## src/rtl/tcu_defines.svh

```systemverilog
// ------------------------------------------------
// Sizing macros for the dot-product exception lane
// Include in any file that sizes ports, queues or
// credit counters of the lane
// ------------------------------------------------
`ifndef TCU_DEFINES_SVH
`define TCU_DEFINES_SVH

// Operand pairs per request
`define TCU_N_PAIRS 4

// Result queue slots, also the input credits after reset
`define TCU_QUEUE_DEPTH 4

// Output credits held toward the receiver after reset
`define TCU_OUT_CREDITS 4

`define TCU_CREDIT_W 3

// Aligned exponent width, fp32 bias
`define TCU_EXP_W 9

`endif
```

## src/rtl/tcu_fp_pkg.sv

```systemverilog
// ------------------------------------------------
// Floating-point format types for the lane
// Operand views, fp32 fields, class record and the
// fp32 words used to override the datapath
// ------------------------------------------------
package tcu_fp_pkg;

    // Only codes 1 and 2 are supported, the rest flag bad_fmt
    typedef enum logic [2:0] {
        FMT_FP16 = 3'd1,
        FMT_BF16 = 3'd2
    } tcu_fmt_e;

    typedef struct packed {
        logic       sign;
        logic [4:0] exp;
        logic [9:0] frac;
    } tcu_fp16_s;

    typedef struct packed {
        logic       sign;
        logic [7:0] exp;
        logic [6:0] frac;
    } tcu_bf16_s;

    // One operand word, decoded by the request format
    typedef union packed {
        tcu_fp16_s fp16;
        tcu_bf16_s bf16;
    } tcu_half_u;

    typedef struct packed {
        logic        sign;
        logic [7:0]  exp;
        logic [22:0] frac;
    } tcu_fp32_s;

    typedef struct packed {
        logic sign;
        logic nan;
        logic inf;
        logic zero;
    } tcu_class_s;

    // Override words
    localparam logic [31:0] TCU_CANON_NAN = 32'h7FC0_0000;
    localparam logic [31:0] TCU_POS_INF   = 32'h7F80_0000;
    localparam logic [31:0] TCU_NEG_INF   = 32'hFF80_0000;

endpackage

```

## src/rtl/tcu_xfer_pkg.sv

```systemverilog
// ------------------------------------------------
// Records passed between the lane's stages
// Decode emits pairs, execute emits products and
// the result stage queues result records
// ------------------------------------------------
`include "tcu_defines.svh"

package tcu_xfer_pkg;

    import tcu_fp_pkg::*;

    // Classified operand pair, exponents rebased to fp32 bias
    typedef struct packed {
        tcu_class_s                a_cls;
        tcu_class_s                b_cls;
        logic [`TCU_EXP_W-1:0]     a_exp;
        logic [`TCU_EXP_W-1:0]     b_exp;
    } tcu_pair_s;

    // Product summary, nan_gen covers NaN operands and inf times zero
    typedef struct packed {
        logic                      nan_gen;
        logic                      inf;
        logic                      sign;
        logic                      finite_nz;
        logic [`TCU_EXP_W-1:0]     exp;
    } tcu_prod_s;

    typedef struct packed {
        logic                      sign;
        logic                      nan;
        logic                      inf;
        logic                      override;
        logic [31:0]               value;
        logic [`TCU_EXP_W-1:0]     max_exp;
    } tcu_result_s;

endpackage

```

## src/rtl/tcu_stage_if.sv

```systemverilog
// ------------------------------------------------
// Stage links of the lane, decode to execute and
// execute to result; no ready, since every request
// already owns a result queue slot
// ------------------------------------------------
`timescale 1ns/100ps
`include "tcu_defines.svh"

interface tcu_dec_if import tcu_fp_pkg::*, tcu_xfer_pkg::*; ();

    logic                               valid;
    logic                               bad_fmt;
    tcu_pair_s [`TCU_N_PAIRS-1:0]       pairs;
    tcu_class_s                         c_cls;
    logic [`TCU_EXP_W-1:0]              c_exp;

    modport src (output valid, output bad_fmt, output pairs, output c_cls, output c_exp);
    modport dst (input valid, input bad_fmt, input pairs, input c_cls, input c_exp);

endinterface

interface tcu_exe_if import tcu_fp_pkg::*, tcu_xfer_pkg::*; ();

    logic                               valid;
    logic                               bad_fmt;
    tcu_prod_s [`TCU_N_PAIRS-1:0]       prods;
    tcu_class_s                         c_cls;
    logic [`TCU_EXP_W-1:0]              c_exp;

    modport src (output valid, output bad_fmt, output prods, output c_cls, output c_exp);
    modport dst (input valid, input bad_fmt, input prods, input c_cls, input c_exp);

endinterface

```

## src/rtl/tcu_dot_exc.sv

```systemverilog
// ------------------------------------------------
// Top level of the dot-product exception lane
// Plain ports with credit flow control on both
// sides; three stages joined by the stage links
// ------------------------------------------------
`timescale 1ns/100ps
`include "tcu_defines.svh"

module tcu_dot_exc
    import tcu_fp_pkg::*;
    import tcu_xfer_pkg::*;
(
    input  logic                           clk,
    input  logic                           reset,
    input  logic                           in_valid,
    input  logic [2:0]                     fmt,
    input  logic [`TCU_N_PAIRS*16-1:0]     a_rows,
    input  logic [`TCU_N_PAIRS*16-1:0]     b_cols,
    input  logic [31:0]                    c_val,
    output logic                           in_credit,
    output logic                           out_valid,
    output logic [2:0]                     out_flags,
    output logic                           out_override,
    output logic [31:0]                    out_value,
    output logic [`TCU_EXP_W-1:0]          out_max_exp,
    input  logic                           out_credit
);

    tcu_half_u [`TCU_N_PAIRS-1:0]   a_words;
    tcu_half_u [`TCU_N_PAIRS-1:0]   b_words;
    tcu_fp32_s                      c_word;
    tcu_result_s                    result;

    tcu_dec_if dec_link ();
    tcu_exe_if exe_link ();

    assign a_words = a_rows;
    assign b_words = b_cols;
    assign c_word  = c_val;

    tcu_operand_decode u_decode (
        .clk      (clk),
        .reset    (reset),
        .in_valid (in_valid),
        .fmt      (tcu_fmt_e'(fmt)),
        .a_rows   (a_words),
        .b_cols   (b_words),
        .c_val    (c_word),
        .dec      (dec_link.src)
    );

    tcu_special_execute u_execute (
        .clk   (clk),
        .reset (reset),
        .dec   (dec_link.dst),
        .exe   (exe_link.src)
    );

    tcu_result_queue u_result (
        .clk        (clk),
        .reset      (reset),
        .exe        (exe_link.dst),
        .out_credit (out_credit),
        .out_valid  (out_valid),
        .out_result (result),
        .in_credit  (in_credit)
    );

    // Flags as {sign, nan, inf}
    assign out_flags    = {result.sign, result.nan, result.inf};
    assign out_override = result.override;
    assign out_value    = result.value;
    assign out_max_exp  = result.max_exp;

endmodule

```

## src/rtl/tcu_result_queue.sv

```systemverilog
// ------------------------------------------------
// Reduction and result queueing stage
// Folds products and accumulator into final flags,
// override word and max exponent, then queues them
// and runs the input and output credit loops
// ------------------------------------------------
`timescale 1ns/100ps
`include "tcu_defines.svh"

module tcu_result_queue
    import tcu_fp_pkg::*;
    import tcu_xfer_pkg::*;
(
    input  logic           clk,
    input  logic           reset,
    tcu_exe_if.dst         exe,
    input  logic           out_credit,
    output logic           out_valid,
    output tcu_result_s    out_result,
    output logic           in_credit
);

    localparam int PTR_W = $clog2(`TCU_QUEUE_DEPTH);

    logic                        any_nan;
    logic                        any_inf;
    logic                        has_pos_inf;
    logic                        has_neg_inf;
    logic                        c_counts;
    logic [`TCU_EXP_W-1:0]       max_exp;
    tcu_result_s                 rec_d;

    tcu_result_s                 mem [`TCU_QUEUE_DEPTH];
    logic [PTR_W-1:0]            wr_ptr;
    logic [PTR_W-1:0]            rd_ptr;
    logic [`TCU_CREDIT_W-1:0]    count;
    logic [`TCU_CREDIT_W-1:0]    out_cnt;
    logic                        push;
    logic                        pop;

    function automatic logic [PTR_W-1:0] ptr_next(input logic [PTR_W-1:0] ptr);
        return (ptr == PTR_W'(`TCU_QUEUE_DEPTH - 1)) ? '0 : ptr + 1'b1;
    endfunction

    // Accumulator joins the search only if nonzero and not special
    assign c_counts = ~(exe.c_cls.zero | exe.c_cls.nan | exe.c_cls.inf);

    always_comb begin
        any_nan     = exe.bad_fmt | exe.c_cls.nan;
        any_inf     = exe.c_cls.inf;
        has_pos_inf = exe.c_cls.inf & ~exe.c_cls.sign;
        has_neg_inf = exe.c_cls.inf & exe.c_cls.sign;
        max_exp     = c_counts ? exe.c_exp : '0;
        for (int i = 0; i < `TCU_N_PAIRS; i++) begin
            any_nan     = any_nan | exe.prods[i].nan_gen;
            any_inf     = any_inf | exe.prods[i].inf;
            has_pos_inf = has_pos_inf | (exe.prods[i].inf & ~exe.prods[i].sign);
            has_neg_inf = has_neg_inf | (exe.prods[i].inf & exe.prods[i].sign);
            if (exe.prods[i].finite_nz && (exe.prods[i].exp > max_exp)) begin
                max_exp = exe.prods[i].exp;
            end
        end

        // Opposite infinities cancel into a NaN
        rec_d.nan      = any_nan | (has_pos_inf & has_neg_inf);
        rec_d.inf      = any_inf & ~rec_d.nan;
        rec_d.sign     = has_neg_inf & ~has_pos_inf;
        rec_d.override = rec_d.nan | rec_d.inf;
        if (rec_d.nan) begin
            rec_d.value = TCU_CANON_NAN;
        end else if (rec_d.inf) begin
            rec_d.value = rec_d.sign ? TCU_NEG_INF : TCU_POS_INF;
        end else begin
            rec_d.value = '0;
        end
        rec_d.max_exp = max_exp;
    end

    // Sender credits guarantee a free slot on every push
    assign push       = exe.valid;
    assign pop        = (count != '0) && (out_cnt != '0);
    assign out_valid  = pop;
    assign in_credit  = pop;
    assign out_result = mem[rd_ptr];

    always_ff @(posedge clk) begin
        if (push) begin
            mem[wr_ptr] <= rec_d;
        end
    end

    always_ff @(posedge clk) begin
        if (reset) begin
            wr_ptr  <= '0;
            rd_ptr  <= '0;
            count   <= '0;
            out_cnt <= `TCU_CREDIT_W'(`TCU_OUT_CREDITS);
        end else begin
            if (push) begin
                wr_ptr <= ptr_next(wr_ptr);
            end
            if (pop) begin
                rd_ptr <= ptr_next(rd_ptr);
            end
            case ({push, pop})
                2'b10:   count <= count + 1'b1;
                2'b01:   count <= count - 1'b1;
                default: count <= count;
            endcase
            // Returned credit and a send in one cycle cancel out
            case ({out_credit, pop})
                2'b10:   out_cnt <= out_cnt + 1'b1;
                2'b01:   out_cnt <= out_cnt - 1'b1;
                default: out_cnt <= out_cnt;
            endcase
        end
    end

endmodule

```

## src/rtl/tcu_special_execute.sv

```systemverilog
// ------------------------------------------------
// Product and special-case stage
// Per pair: inf times zero, product inf and sign,
// nonzero-finite flag and aligned product exponent
// ------------------------------------------------
`timescale 1ns/100ps
`include "tcu_defines.svh"

module tcu_special_execute
    import tcu_xfer_pkg::*;
(
    input  logic    clk,
    input  logic    reset,
    tcu_dec_if.dst  dec,
    tcu_exe_if.src  exe
);

    localparam int FP32_BIAS = 127;

    tcu_prod_s [`TCU_N_PAIRS-1:0] prods_d;

    for (genvar i = 0; i < `TCU_N_PAIRS; i++) begin : g_prod
        tcu_pair_s               p;
        logic                    inf_x_zero;
        logic                    special;
        logic [`TCU_EXP_W:0]     exp_sum;
        logic [`TCU_EXP_W-1:0]   exp_aligned;

        assign p = dec.pairs[i];

        assign inf_x_zero = (p.a_cls.inf & p.b_cls.zero) | (p.a_cls.zero & p.b_cls.inf);

        assign special = p.a_cls.zero | p.a_cls.nan | p.a_cls.inf |
                         p.b_cls.zero | p.b_cls.nan | p.b_cls.inf;

        // One bit wider, the sum of two rebased exponents reaches 508
        assign exp_sum = {1'b0, p.a_exp} + {1'b0, p.b_exp};

        // Products below fp32 range align to exponent 0
        assign exp_aligned = (exp_sum <= (`TCU_EXP_W+1)'(FP32_BIAS)) ? '0 :
                             `TCU_EXP_W'(exp_sum - (`TCU_EXP_W+1)'(FP32_BIAS));

        always_comb begin
            prods_d[i].nan_gen   = p.a_cls.nan | p.b_cls.nan | inf_x_zero;
            prods_d[i].inf       = (p.a_cls.inf | p.b_cls.inf) & ~inf_x_zero;
            prods_d[i].sign      = p.a_cls.sign ^ p.b_cls.sign;
            prods_d[i].finite_nz = ~special;
            prods_d[i].exp       = exp_aligned;
        end
    end

    always_ff @(posedge clk) begin
        if (reset) begin
            exe.valid <= 1'b0;
        end else begin
            exe.valid <= dec.valid;
        end
    end

    // Accumulator info passes through unchanged
    always_ff @(posedge clk) begin
        exe.bad_fmt <= dec.bad_fmt;
        exe.prods   <= prods_d;
        exe.c_cls   <= dec.c_cls;
        exe.c_exp   <= dec.c_exp;
    end

endmodule

```

## src/rtl/tcu_operand_decode.sv

```systemverilog
// ------------------------------------------------
// Operand classification stage
// Reads each word in the requested format, sets its
// class bits and rebases its exponent to fp32 bias
// ------------------------------------------------
`timescale 1ns/100ps
`include "tcu_defines.svh"

module tcu_operand_decode
    import tcu_fp_pkg::*;
    import tcu_xfer_pkg::*;
(
    input  logic                             clk,
    input  logic                             reset,
    input  logic                             in_valid,
    input  tcu_fmt_e                         fmt,
    input  tcu_half_u [`TCU_N_PAIRS-1:0]     a_rows,
    input  tcu_half_u [`TCU_N_PAIRS-1:0]     b_cols,
    input  tcu_fp32_s                        c_val,
    tcu_dec_if.src                           dec
);

    // fp16 bias 15 to fp32 bias 127
    localparam int FP16_REBASE = 112;

    logic                           is_bf16;
    logic                           bad_fmt_d;
    tcu_pair_s [`TCU_N_PAIRS-1:0]   pairs_d;
    tcu_class_s                     c_cls_d;
    logic [`TCU_EXP_W-1:0]          c_exp_d;

    function automatic tcu_class_s classify(input tcu_half_u w, input logic bf16);
        tcu_class_s cls;
        logic       exp_ones;
        logic       frac_nz;
        exp_ones = bf16 ? (&w.bf16.exp) : (&w.fp16.exp);
        frac_nz  = bf16 ? (|w.bf16.frac) : (|w.fp16.frac);
        // Sign sits in bit 15 for both views
        cls.sign = w.fp16.sign;
        cls.nan  = exp_ones & frac_nz;
        cls.inf  = exp_ones & ~frac_nz;
        cls.zero = ~|w[14:0];
        return cls;
    endfunction

    // Subnormal exponent field counts as 1
    function automatic logic [`TCU_EXP_W-1:0] rebase(input tcu_half_u w, input logic bf16);
        logic [`TCU_EXP_W-1:0] e;
        if (bf16) begin
            e = (w.bf16.exp == '0) ? `TCU_EXP_W'(1) : `TCU_EXP_W'(w.bf16.exp);
        end else begin
            e = (w.fp16.exp == '0) ? `TCU_EXP_W'(1) : `TCU_EXP_W'(w.fp16.exp);
            e = e + `TCU_EXP_W'(FP16_REBASE);
        end
        return e;
    endfunction

    always_comb begin
        is_bf16   = (fmt == FMT_BF16);
        bad_fmt_d = (fmt != FMT_FP16) && (fmt != FMT_BF16);
        for (int i = 0; i < `TCU_N_PAIRS; i++) begin
            if (bad_fmt_d) begin
                // Operands read as zero, NaN is raised from bad_fmt later
                pairs_d[i]            = '0;
                pairs_d[i].a_cls.zero = 1'b1;
                pairs_d[i].b_cls.zero = 1'b1;
            end else begin
                pairs_d[i].a_cls = classify(a_rows[i], is_bf16);
                pairs_d[i].b_cls = classify(b_cols[i], is_bf16);
                pairs_d[i].a_exp = rebase(a_rows[i], is_bf16);
                pairs_d[i].b_exp = rebase(b_cols[i], is_bf16);
            end
        end
        c_cls_d.sign = c_val.sign;
        c_cls_d.nan  = (&c_val.exp) & (|c_val.frac);
        c_cls_d.inf  = (&c_val.exp) & ~(|c_val.frac);
        c_cls_d.zero = (c_val.exp == '0) && (c_val.frac == '0);
        c_exp_d      = (c_val.exp == '0) ? `TCU_EXP_W'(1) : `TCU_EXP_W'(c_val.exp);
    end

    always_ff @(posedge clk) begin
        if (reset) begin
            dec.valid <= 1'b0;
        end else begin
            dec.valid <= in_valid;
        end
    end

    always_ff @(posedge clk) begin
        dec.bad_fmt <= bad_fmt_d;
        dec.pairs   <= pairs_d;
        dec.c_cls   <= c_cls_d;
        dec.c_exp   <= c_exp_d;
    end

endmodule

```

## config.mk

```make
export PLATFORM = sky130hd
export DESIGN_NAME = tcu_dot_exc
export DESIGN_NICKNAME = d
export VERILOG_FILES = /design/src/rtl/tcu_fp_pkg.sv /design/src/rtl/tcu_xfer_pkg.sv /design/src/rtl/tcu_stage_if.sv /design/src/rtl/tcu_dot_exc.sv /design/src/rtl/tcu_result_queue.sv /design/src/rtl/tcu_special_execute.sv /design/src/rtl/tcu_operand_decode.sv
export VERILOG_INCLUDE_DIRS = /design/src /design/src/rtl
export SDC_FILE = /design/constraint.sdc
export NUM_CORES = 1
export LEC_CHECK = 0
export BUFFER_PORTS_ARGS = -buffer_cell sky130_fd_sc_hd__buf_2
export CORE_MARGIN = 3
export CORE_UTILIZATION = 56
export CTS_BUF_LIST = sky130_fd_sc_hd__clkbuf_16
export CTS_CLUSTER_SIZE = 28
export DETAILED_ROUTE_END_ITERATION = 16
export HOLD_SLACK_MARGIN = 0.12
export PLACE_DENSITY = 0.8
export SETUP_SLACK_MARGIN = 0.3
export SYNTH_ARGS = -nofsm -noshare
export SYNTH_HDL_FRONTEND = slang
export SYNTH_SLANG_ARGS = --single-unit
```

## constraint.sdc

```tcl
create_clock -name clk -period 10.2 [get_ports clk]
set_input_delay 2.04 -clock clk [delete_from_list [all_inputs] [get_ports clk]]
set_output_delay 2.04 -clock clk [all_outputs]
set_load 0.01 [all_outputs]
```

# Word-level counts from Yosys, hierarchy flattened

Memories as Yosys holds them, arrays and structs flattened. A register that Yosys moved wholly into a read port is not among the register bits.
Index checks and enable logic that the tools add are counted.

Flip-flop bits (word level): 196
RAM bits: 180
Input port bits: 167
Output and inout port bits: 47
Logic and storage cells: 382
Memories kept: 1

Memory list:

| name         | words | bits a word | rd ports | clocked after memory_dff | wr ports | RTL line               | source |
|---|---|---|---|---|---|---|---|
| u_result.mem | 4     | 45          | 1        | 1                        | 1        | tcu_result_queue.sv:33 | `` tcu_result_s mem [`TCU_QUEUE_DEPTH]; `` |

Add/subtract/negate cells: 22
Magnitude comparators: 8
Equality and inequality tests: 9
Mux-type cells: 56
Bitwise gates (word level): 128
Reduce and logical (&&, ||, !) cells: 79

Operators with widths:

| kind                                                                   | number |
|---|---|
| 15-bit OR reduction                                                    | 8 |
| 9-bit two-way mux                                                      | 13 |
| 32-bit two-way mux                                                     | 3 |
| 10-bit OR reduction                                                    | 8 |
| 9-bit by 7-bit adder with 9-bit output, second input constant          | 8 |
| 8-bit zero test                                                        | 9 |
| 8-bit AND reduction                                                    | 9 |
| 8-bit two-way mux                                                      | 8 |
| 1-bit bitwise OR                                                       | 57 |
| 7-bit OR reduction                                                     | 8 |
| 1-bit bitwise AND                                                      | 43 |
| 9-bit by 9-bit adder with 10-bit output                                | 4 |
| 10-bit by 7-bit <= comparator with 1-bit output, second input constant | 4 |
| 5-bit zero test                                                        | 8 |
| 5-bit two-way mux                                                      | 8 |
| 5-bit AND reduction                                                    | 8 |
| 9-bit greater-than comparator                                          | 4 |
| 9-bit by 7-bit subtractor with 9-bit output, second input constant     | 4 |
| 1-bit NOT                                                              | 24 |
| 23-bit zero test                                                       | 1 |
| 23-bit OR reduction                                                    | 1 |
| 1-bit two-way mux                                                      | 18 |
| 3-bit case mux with 2 select lines                                     | 2 |
| 2-bit equality test, second input constant                             | 4 |
| 13 further kinds                                                       | 38 |

# Logic depth before layout (Yosys ltp)

Gate-level depths: netlist (run 1).

Depth in word-level cells: 15
Mapped depth: 33
Gate-level depth less buffers: 30

# Hierarchy

Synthesis (run 1) repeated with hierarchy kept, for this count alone.

Cell total of the unflattened synthesis: 1232
Area total of the unflattened synthesis: 12530.8 um^2

Modules (own cells, without submodules):

| module              | times used | cells an instance | area an instance (um^2) | sequential area each (um^2) |
|---|---|---|---|---|
| tcu_result_queue    | 1          | 424               | 4674.5                  | 1921.8 |
| tcu_special_execute | 1          | 424               | 3945.0                  | 1341.3 |
| tcu_operand_decode  | 1          | 384               | 3911.3                  | 2202.1 |

# Worst setup path before layout (run 1)

No wires, ideal clock.

Path kind: reg2reg
From: reg u_execute.exe.c_cls[1] (netlist name)
To: mem u_result.mem[0][0] in the netlist's numbering (data pin)
Library setup time: 0.308 ns
Arrival time: 7.301 ns
Required time: 9.892 ns
Setup slack: 2.592 ns
Stages on the path, launching flop included: 31
Path buffers: 2
Clock period less this slack: 7.608 ns
Path through: dfxtp_1 > nor3_1 > and2_1 > inv_1 > ha_1 > a21oi_1 > a211oi_1 > o311ai_4 > mux2i_1 > inv_1 > ha_1 > nand4_1 > or3_1 > o211ai_1 > clkbuf_1 > mux2_2 > ha_1 > nand4_1 > nor3_1 > or3b_2 > o211a_1 > buf_2 > a21o_1 > a21boi_1 > ha_1 > o21ai_0 > a21oi_1 > o21ai_0 > a21o_1 > a211oi_1 > a22oi_1

Word-level cells in the longest chain between the ends: 14

Ends and longest elaborated chain:

| what                          | RTL line               | source |
|---|---|---|
| 1-bit bitwise OR *            | tcu_result_queue.sv:46 | `assign c_counts = ~(exe.c_cls.zero \| exe.c_cls.nan \| exe.c_cls.inf);` |
| 9-bit two-way mux *           | tcu_result_queue.sv:53 | `max_exp = c_counts ? exe.c_exp : '0;` |
| 9-bit greater-than comparator | tcu_result_queue.sv:59 | `if (exe.prods[i].finite_nz && (exe.prods[i].exp > max_exp)) begin` |
| 1-bit logical AND             | tcu_result_queue.sv:59 |  |
| 9-bit two-way mux *           | tcu_result_queue.sv:59 |  |
| 9-bit greater-than comparator | tcu_result_queue.sv:59 |  |
| 1-bit logical AND             | tcu_result_queue.sv:59 |  |
| 9-bit two-way mux *           | tcu_result_queue.sv:59 |  |
| 9-bit greater-than comparator | tcu_result_queue.sv:59 |  |
| 1-bit logical AND             | tcu_result_queue.sv:59 |  |
| 9-bit two-way mux *           | tcu_result_queue.sv:59 |  |
| 9-bit greater-than comparator | tcu_result_queue.sv:59 |  |
| 1-bit logical AND             | tcu_result_queue.sv:59 |  |
| 9-bit two-way mux *           | tcu_result_queue.sv:59 |  |
| net u_result.max_exp[0]       | tcu_result_queue.sv:30 | `` logic [`TCU_EXP_W-1:0] max_exp; `` |
| to (decl)                     | tcu_result_queue.sv:33 |  |

Mark *: on every way through the listed nets, which the timed path passes. The rest lies on a longest branch.

# Worst setup path after layout (run 1)

From: reg u_execute.exe.c_cls[1] (netlist name)
To: mem u_result.mem[3][0] in the netlist's numbering (data pin)

Word-level cells in the longest chain between the ends: 14

Ends and longest elaborated chain:

| what                          | RTL line |
|---|---|
| 1-bit bitwise OR *            | tcu_result_queue.sv:46 |
| 9-bit two-way mux *           | tcu_result_queue.sv:53 |
| 9-bit greater-than comparator | tcu_result_queue.sv:59 |
| 1-bit logical AND             | tcu_result_queue.sv:59 |
| 9-bit two-way mux *           | tcu_result_queue.sv:59 |
| 9-bit greater-than comparator | tcu_result_queue.sv:59 |
| 1-bit logical AND             | tcu_result_queue.sv:59 |
| 9-bit two-way mux *           | tcu_result_queue.sv:59 |
| 9-bit greater-than comparator | tcu_result_queue.sv:59 |
| 1-bit logical AND             | tcu_result_queue.sv:59 |
| 9-bit two-way mux *           | tcu_result_queue.sv:59 |
| 9-bit greater-than comparator | tcu_result_queue.sv:59 |
| 1-bit logical AND             | tcu_result_queue.sv:59 |
| 9-bit two-way mux *           | tcu_result_queue.sv:59 |
| net u_result.max_exp[0]       | tcu_result_queue.sv:30 |

Marked as above.

==> metrics.txt, run 1 <==
port bufs=191; synth warn=0; Hold WC Path Type=reg2reg; WL per Instance=15.6 µm; crit path to=u_result.mem[3][0]$_DFFE_PP_; cts hold-fix bufs=0; CTS max path bufs=3; TritonCTS buffer count=24; final setup fails=0; Setup crit start kind=flop; gpl congestion=roughly 0.9; clk_skew=0.0149 ns; R2R setup slack=between 1.5 and 2 ns; fmax=0.116 GHz; Starting DRT DRC Count=516; cts repair resizes=0; post-synthesis register bit count=244; antenna viol nets, final=0; Initial Util=58.0%; core area=0.0198 mm²; number of H-tree levels=1; largest net degree at the start of global routing=65; Total Routing Usage GR=22.1%; die area=0.0223 mm²; Design Area, Final=0.0133 mm²; CTS tree=built; critical path capture point type=flop; Required @ worst endpoint=10.38 ns; WL final=25100 µm; Fin. Hold Viols=0; worst reg2reg startpoint=u_execute.exe.c_cls[1]$_DFF_P_; worst reg2reg path endpoint=u_result.mem[3][0]$_DFFE_PP_; placed instance area=0.0125 mm²; actual slew at the worst max-slew pin=1.17 ns; outcome=completed; static leakage=5.92 nW; Mapped Avg Cell Area=10.1 µm²; crit path max fanout=14; Rows=51; Synth Instances=1145; CP Class=reg2reg; vias per cell=between 5 and 6; final cycle utilization of the critical path=84.4%; DP Wirelength=19500 µm; setup TNS=0 ns; most numerous cell in the Yosys netlist=dfxtp_1; Die Wd=149 µm; DR vias=8898; Area Growth Syn to Fin=15.8%; async set-or-reset flop fraction in the synthesized netlist=0%; initial antenna violation count=0; total power=between 2 and 2.5 mW; gr ovfl total=0; Slew headroom=between 20% and 30%; # IOs=214; number of synthesized flops with an enable pin=56; CTS sink cnt=between 200 and 250; die height=about 150 µm; max-slew violations=0; Seq/Total Area, Yosys=47.3%; Top FF cell, synth=dfxtp_1; cell taking the most area after synthesis=dfxtp_1; Layout Nets=1571; VDD IR-drop max=164 µV; CP dominant cell by count=ha_1; Worst-path clk slew=0.06 ns; RSZ-0062 raised after global routing=false; vias in the first global route=8518; Residual DRC=0; MaxCap Viol Count=0; Antenna Cells=0; crit path launch=u_execute.exe.c_cls[1]$_DFF_P_; final worst setup slack=1.59 ns; mapped cell area=0.0115 mm²; layout cells sized above 1=between 20% and 30%; Yosys top cell area share=approximately 33%; Worst Path Arrival=between 8 and 9 ns; worst reg2reg path depth=30; DP Worst Slack=1.73 ns; insertion delay to the later sink of the worst-skew pair=about 0.52 ns; Setup Buffers After CTS=0; P per Cell Area=174 mW/mm²; min Tclk post-route=8.61 ns; Post-synth top cells=188 x dfxtp_1, 109 x nor2_1, 84 x nand2_1; CTS root buf=clkbuf_16; 1st-pass router iterations=5; Worst path max stage delay=0.92 ns; cell with the largest stage delay on the worst path=a211oi_1; global-route wire length before repair=40500 µm; Yosys cell types=65; largest cells by area after synthesis=dfxtp_1 33%, edfxtp_1 15%, ha_1 8.4%, nor2_1 3.6%, o21ai_0 3.0%
[kinds of logic (layout without fill, tap and decap cells)]
kind of cell	count (synthesis)	in the layout	share of synthesized area, %
buf+inv	114	286	4.83
mux	39	39	5.01
compound gates	250	250	14.5
fa+ha+maj	83	83	9.41
xor+xnor	41	41	3.12
simple gates	373	373	15.8
other cells	1	22	0.0326
flops	244	244	47.3
[layout by cell type, fill, tap and decap left out, types with 44 or more instances in the layout]
cell and n:
nor3_1 44, edfxtp_1 56, inv_1 52, nand2_1 84, a21oi_1 48, dfxtp_1 188, ha_1 77, buf_2 191
o21ai_0 68, nor2_1 109
[registers in the layout, summed over array words and instances, names as in the netlist, 2 cells and up, named ones only]
signal / cells
u_result.wr_ptr: 2
u_execute.exe.c_exp: 8
u_execute.exe.c_cls: 4
u_decode.dec.c_cls: 4
u_result.count: 3
u_result.mem: 56
u_decode.dec.c_exp: 8
u_result.rd_ptr: 2
u_execute.exe.prods: 52
u_result.out_cnt: 3
u_decode.dec.pairs: 96
[how the worst min path moves through the flow]
stage                                startpoint                             end  cells past startpoint
6_report       u_decode.dec.c_exp[7]$_SDFF_PP0_  u_execute.exe.c_exp[7]$_DFF_P_                      0
2_1_floorplan      u_decode.dec.bad_fmt$_DFF_P_   u_execute.exe.bad_fmt$_DFF_P_                      0
5_1_grt        u_decode.dec.c_exp[6]$_SDFF_PP0_  u_execute.exe.c_exp[6]$_DFF_P_                      0
4_1_cts        u_decode.dec.c_exp[7]$_SDFF_PP0_  u_execute.exe.c_exp[7]$_DFF_P_                      0
3_3_place_gp   u_decode.dec.c_exp[3]$_SDFF_PP0_  u_execute.exe.c_exp[3]$_DFF_P_                      0
3_5_place_dp      u_decode.dec.c_cls[2]$_DFF_P_  u_execute.exe.c_cls[2]$_DFF_P_                      0
[power breakdown]
part | leakage [nW] | internal (mW) | total [mW] | switching [mW]
Sequential | 2.08 | 1.04 | 1.08 | 0.0440
Combinational | 3.43 | 0.170 | 0.363 | 0.193
Clock | 0.407 | 0.522 | 0.882 | 0.360
[critical path, delay by kind of cell, from the launching register on]
family,cells,cell delay (ns)
buffers and inverters,3,0.38
flip-flops,1,0.34
multiplexers,2,0.67
adder cells (fa/ha/maj),4,1.21
AO/OA/AOI/OAI,15,4.08
AND/OR/NAND/NOR,6,1.59
[through the flow]
step / cells / hold slack (ns) / utilization (%)
global placement: 1560 / 0.311 / 63.2
floorplan: 1166 / 0.310 / -
finish: 1603 / 0.324 / 67.2
global route: 1603 / 0.329 / 67.2
detailed placement: 1560 / 0.317 / 63.2
CTS: 1603 / 0.324 / 67.2
[layout make-up]
cell class,count,area (µm²)
fill,1512,6510
tap,265,332
clock buffer,25,626
sequential,244,5450
timing repair buffer,193,971
inverter,50,188
multi-input combinational,808,5600
clock inverter,18,171
[routing by layer]
layer | wire (µm) | share of wire, % | global-route usage [%]
met1 | 10800 | 43 | 28.8
met4 | 415 | 1.7 | 5.68
met3 | 1660 | 6.6 | 2.88
met5 | 0 | 0 | 0
met2 | 12200 | 49 | 39.1
Note: power is estimated with default switching activity, not from simulation.
==> run 2: changes to the inputs <==
==> constraint.sdc (replaced) <==
create_clock -name clk -period 8.3 [get_ports clk]
set_input_delay 1.66 -clock clk [delete_from_list [all_inputs] [get_ports clk]]
set_output_delay 1.66 -clock clk [all_outputs]
set_load 0.01 [all_outputs]
==> run 2 against run 1 <==
- hold slack about the same
- combinational power up 23%
- register-to-register slack worse by 0.81 ns
- clock power increased by 20%
- global-route usage shrank 0.22 points
- die area stayed put
- non-clock buffer count increased by 5
- critical path type unchanged
- count of clock-buffer cells in the layout is the same
- design area grew 0.46%
- worst setup slack worse by 0.81 ns
- sequential cell count did not move
- clock skew grew 0.0037 ns
==> metrics.txt, run 2 (same netlist as run 1, synthesis figures left out) <==
antenna viol nets, final=0; layout cells sized above 1=20.3%; Starting DRT DRC Count=570; sequential power share=46.8%; Clk pwr share=37.5%; Area Growth Syn to Fin=16.3%; cell with the largest stage delay on the worst path=a211o_1; Worst-path clk slew=0.06 ns; Sw Pwr=just over 0.7 mW; Hold WC Path Type=reg2reg; RSZ-0062 raised after global routing=true; insertion delay to the later sink of the worst-skew pair=around 0.52 ns; P_int=2.12 mW; Worst path max stage delay=between 0.4 and 0.5 ns; CP dominant cell by count=ha_1; die area=0.0223 mm²; VDD IR-drop max=164 µV; die height=149 µm; Cells after DPL=1563; core area=about 0.02 mm²; final cycle utilization of the critical path=about 90%; WL final=25200 µm; Worst Path Arrival=7.81 ns; global-route wire length before repair=40100 µm; Fin. Hold Viols=0; Total Routing Usage GR=21.9%; final setup fails=0; gpl congestion=between 0.9 and 1; fillers=1509; Initial Util=between 50% and 60%; port bufs=approximately 190; sw frac=25.2%; Slew headroom=26.4%; clk_skew=0.0186 ns; Required @ worst endpoint=8.59 ns; setup TNS=0 ns; vias in the first global route=just over 8000; Setup crit start kind=flop; P per Cell Area=212 mW/mm²; 1st-pass router iterations=5; gr ovfl total=0; commonest non-fill, non-tap cell in the layout=buf_2; max-slew violations=0; Rows=51; Antenna Cells=0; WL per Instance=15.6 µm; DP Wirelength=19400 µm; placed instance area=0.0126 mm²; static leakage=just under 6 nW; Die Wd=149 µm; Residual DRC=0; Largest register FFs=96; worst reg2reg path depth=33; Design Area, Final=around 0.013 mm²; vias per cell=5.52; min Tclk post-route=7.53 ns; fmax=0.133 GHz; Layout Nets=1577; CTS tree=built; TritonCTS buffer count=25; commonest non-fill, non-tap cells in the layout=191 x buf_2, 188 x dfxtp_1, 109 x nor2_1; MaxCap Viol Count=0; Layout Cells excl Fill=1611; initial antenna violation count=0; R2R setup slack=0.77 ns; CTS root buf=clkbuf_16; largest net degree at the start of global routing=65; CP Class=reg2reg; # IOs=214; critical path capture point type=flop; number of H-tree levels=1; combinational group share of total power=about 16%; Top reg by flops=u_decode.dec.pairs; actual slew at the worst max-slew pin=1.10 ns; CTS sink cnt=roughly 240; DR vias=8890; CTS max path bufs=3; Hold Path Stages=0; outcome=completed; biggest regs=u_decode.dec.pairs: 96 flops, u_result.mem: 56 flops, u_execute.exe.prods: 52 flops; crit path max fanout=13
[run 2: changes by cell type in the layout (fill, tap and decap cells not counted), moves of 2 or more]
cell      previous run  this run
a21oi_1             48        44
clkinv_2             3         1
a21oi_2              0         4
clkinv_4             2         0
buf_4                2         7
clkinv_1             2        12
[run 2: power groups by stage]
stage | sequential [mW] | combinational [mW] | clock [mW]
final | 1.33 | 0.445 | 1.06
after floorplan | 1.32 | 0.348 | 0
after global placement | 1.35 | 0.431 | 0
after detailed placement | 1.35 | 0.442 | 0
after CTS | 1.33 | 0.446 | 1.09
after global routing | 1.34 | 0.499 | 1.13
[run 2: timing repair]
action | 4_1_cts | 5_1_grt
hold buffers | 0 | 0
buffers inserted | 0 | 2
setup endpoints to repair | 0 | 36
resized for setup | 0 | 7
[run 2: path summary, 6_finish.rpt]
path	startpoint	endpoint
setup / recovery	u_execute.exe.c_cls[1]$_DFF_P_	u_result.mem[1][3]$_DFFE_PP_
hold / removal	u_decode.dec.c_exp[6]$_SDFF_PP0_	u_execute.exe.c_exp[6]$_DFF_P_
setup reg to reg	u_execute.exe.c_cls[1]$_DFF_P_	u_result.mem[1][3]$_DFFE_PP_
hold reg to reg	u_decode.dec.c_exp[6]$_SDFF_PP0_	u_execute.exe.c_exp[6]$_DFF_P_
[run 2: worst max-delay path: cells and delay by family (launching register included)]
| kind | cells | cell delay (ns) |
|---|---|---|
| flops | 1 | 0.36 |
| fa+ha+maj | 4 | 1.23 |
| compound gates | 18 | 3.79 |
| simple gates | 5 | 0.89 |
| mux | 1 | 0.28 |
| buf+inv | 5 | 0.74 |
[run 2: area by class of cell]
class | instances | area (µm²) | share of cell area (%)
clock buffers | 25 | 626 | 4.67
clock inverters | 21 | 164 | 1.22
inverters | 50 | 188 | 1.40
multi-input cells | 808 | 5630 | 42.1
flip-flops and latches | 244 | 5450 | 40.6
well taps | 265 | 332 | 2.48
repair buffers | 198 | 1010 | 7.53
[run 2: routing by layer]
layer | GRT usage, % | share of wire (%) | vias to the layer above
met3 | 2.94 | 6.4 | 42
met4 | 5.03 | 1.9 | 0
met1 | 29.0 | 43 | 4064
met5 | 0 | 0 | -
met2 | 38.3 | 48 | 331
li1 | - | - | 4453
[run 2: stage by stage]
stage / util (%) / setup WS, ns / hold slack [ns] / total power, mW
6_report: 67.5 / 0.772 / 0.324 / 2.83
5_1_grt: 67.5 / 0.302 / 0.327 / 2.97
4_1_cts: 67.3 / 0.485 / 0.324 / 2.86
3_5_place_dp: 63.3 / 0.554 / 0.312 / 1.79
3_3_place_gp: 63.3 / 0.709 / 0.311 / 1.78
2_1_floorplan: - / 0.692 / 0.310 / 1.67
==> run 3: changes to the inputs <==
--- a/config.mk
+++ b/config.mk
@@ -6,7 +6,7 @@
 export SDC_FILE = /design/constraint.sdc
 export NUM_CORES = 1
 export LEC_CHECK = 0
-export BUFFER_PORTS_ARGS = -buffer_cell sky130_fd_sc_hd__buf_2
+export BUFFER_PORTS_ARGS = -buffer_cell sky130_fd_sc_hd__buf_4
 export CORE_MARGIN = 3
 export CORE_UTILIZATION = 56
 export CTS_BUF_LIST = sky130_fd_sc_hd__clkbuf_16
==> run 3 against run 2 <==
- non-clock buffer count grew 1
- register-to-register slack gained 0.04 ns
- critical path depth shrank 2
- critical endpoint is now u_result.mem[1][1]$_DFFE_PP_
==> metrics.txt, run 3 (same netlist as run 1, synthesis figures left out) <==
outcome=completed; Fin. Hold Viols=0; layout cells sized above 1=20.4%; CTS sink cnt=244; Design Area, Final=approximately 0.014 mm²; Rows=51; Clk pwr share=37.1%; P_int=2.17 mW; commonest non-fill, non-tap cells in the layout=199 x buf_4, 188 x dfxtp_1, 109 x nor2_1; DP Wirelength=20200 µm; min Tclk post-route=roughly 7.5 ns; insertion delay to the later sink of the worst-skew pair=just over 0.5 ns; met3 WL post-DR=1600 µm; sw frac=25.2%; WL per Instance=16.2 µm; Area Growth Syn to Fin=20.5%; Hold WC Path Type=reg2reg; Starting DRT DRC Count=500; biggest regs=u_decode.dec.pairs: 96 flops, u_result.mem: 56 flops, u_execute.exe.prods: 52 flops; gr ovfl total=0; core area=0.0198 mm²; Layout Nets=1577; DR WL met2=about 13000 µm; port bufs=191; VDD IR-drop max=148 µV; final cycle utilization of the critical path=90.2%; cts hold-fix bufs=0; # IOs=214; P per Cell Area=about 210 mW/mm²; clk_skew=roughly 0.013 ns; Layout Cells excl Fill=1610; Initial Util=roughly three fifths; Slew headroom=26.0%; Sw Pwr=0.731 mW; final setup fails=0; DR vias=8987; CP dominant cell by count=ha_1; gpl congestion=0.911; vias in the first global route=8701; global-route wire length before repair=between 40000 and 50000 µm; Cells after DPL=1563; Required @ worst endpoint=8.57 ns; Max Used Layer=met4; worst reg2reg startpoint=u_execute.exe.c_cls[1]$_DFF_P_; WL final=26100 µm; Antenna Cells=0; fmax=0.134 GHz; placed instance area=0.0130 mm²; commonest non-fill, non-tap cell in the layout=buf_4; crit path launch=u_execute.exe.c_cls[1]$_DFF_P_; MaxCap Viol Count=0; Setup crit start kind=flop; vias per cell=5.58; actual slew at the worst max-slew pin=1.11 ns; Worst Path Arrival=7.76 ns; largest net degree at the start of global routing=65; met1 WL=11200 µm; CTS max path bufs=3; Top reg by flops=u_decode.dec.pairs; max-slew violations=0; die area=0.0223 mm²; Die Wd=149 µm; crit path max fanout=13; setup TNS=0 ns; sequential power share=45.8%; Total Routing Usage GR=between 20% and 30%; CTS tree=built; die height=149 µm; combinational group share of total power=roughly 17%; initial antenna violation count=0; number of H-tree levels=1; TritonCTS buffer count=24; RSZ-0062 raised after global routing=false; antenna viol nets, final=0; static leakage=approximately 6.1 nW; 1st-pass router iterations=5; CP Class=reg2reg; Largest register FFs=96; Worst path max stage delay=0.48 ns; critical path capture point type=flop; CTS root buf=clkbuf_16; hold path start=u_decode.dec.c_exp[3]$_SDFF_PP0_; Worst-path clk slew=0.06 ns; cell with the largest stage delay on the worst path=or3b_2; Residual DRC=0
-- run 3: cell count changes in the layout (fill, tap and decap cells not counted), sizes merged --
cell and delta:
buf +1, inv +1, clkinvlp +1, clkinv -4
-- run 3: worst max-delay path: cells and delay by family (launching register included) --
family                     cells  cell delay, ns
adders and majority gates      4            1.16
and+or+nand+nor                7            1.73
buffers and inverters          4            0.68
DFF                            1            0.35
AOI/OAI and AO/OA             14            2.61
muxes                          2            0.70
-- run 3: layout make-up --
| type | instances | area [µm²] |
|---|---|---|
| Clock inverter | 19 | 174 |
| Inverter | 50 | 188 |
| Sequential cell | 244 | 5450 |
| Multi-Input combinational cell | 808 | 5620 |
| Timing Repair Buffer | 199 | 1490 |
| Clock buffer | 25 | 626 |
| Fill cell | 1539 | 5960 |
| Tap cell | 265 | 332 |
-- run 3: power groups by stage --
stage          clock [mW]  sequential [mW]  combinational, mW
3_5_place_dp            0             1.35              0.489
6_report             1.07             1.33              0.496
4_1_cts              1.09             1.33              0.497
2_1_floorplan           0             1.32              0.348
5_1_grt              1.14             1.33              0.550
3_3_place_gp            0             1.35              0.479
-- run 3: path summary, 6_finish.rpt --
| kind | endpoint | slack (ns) | depth (start not counted) |
|---|---|---|---|
| setup / recovery | u_result.mem[1][1]$_DFFE_PP_ | 0.81 | 31 |
| hold reg to reg | u_execute.exe.c_exp[3]$_DFF_P_ | 0.33 | 0 |
| hold / removal | u_execute.exe.c_exp[3]$_DFF_P_ | 0.33 | 0 |
| setup reg to reg | u_result.mem[1][1]$_DFFE_PP_ | 0.81 | 31 |
-- run 3: per-layer routing --
layer / up-vias / GRT usage (%)
met4: 0 / 6.91
met3: 62 / 3.03
met2: 337 / 39.6
met5: - / 0
li1: 4449 / -
met1: 4139 / 29.6
-- run 3: what timing repair did --
action                                  in CTS  in global routing
endpoints found under the setup margin       0                 36
gates resized for setup                      0                  5
buffers inserted                             0                  3
-- run 3: per-stage QoR --
stage	worst slack, ns	hold WS (ns)	total power [mW]	util, %
final	0.814	0.326	2.90	69.9
after detailed placement	0.405	0.314	1.84	65.7
after floorplan	0.692	0.310	1.67	-
after global routing	0.295	0.330	3.03	69.9
after CTS	0.383	0.327	2.92	69.7
after global placement	0.674	0.312	1.83	65.7
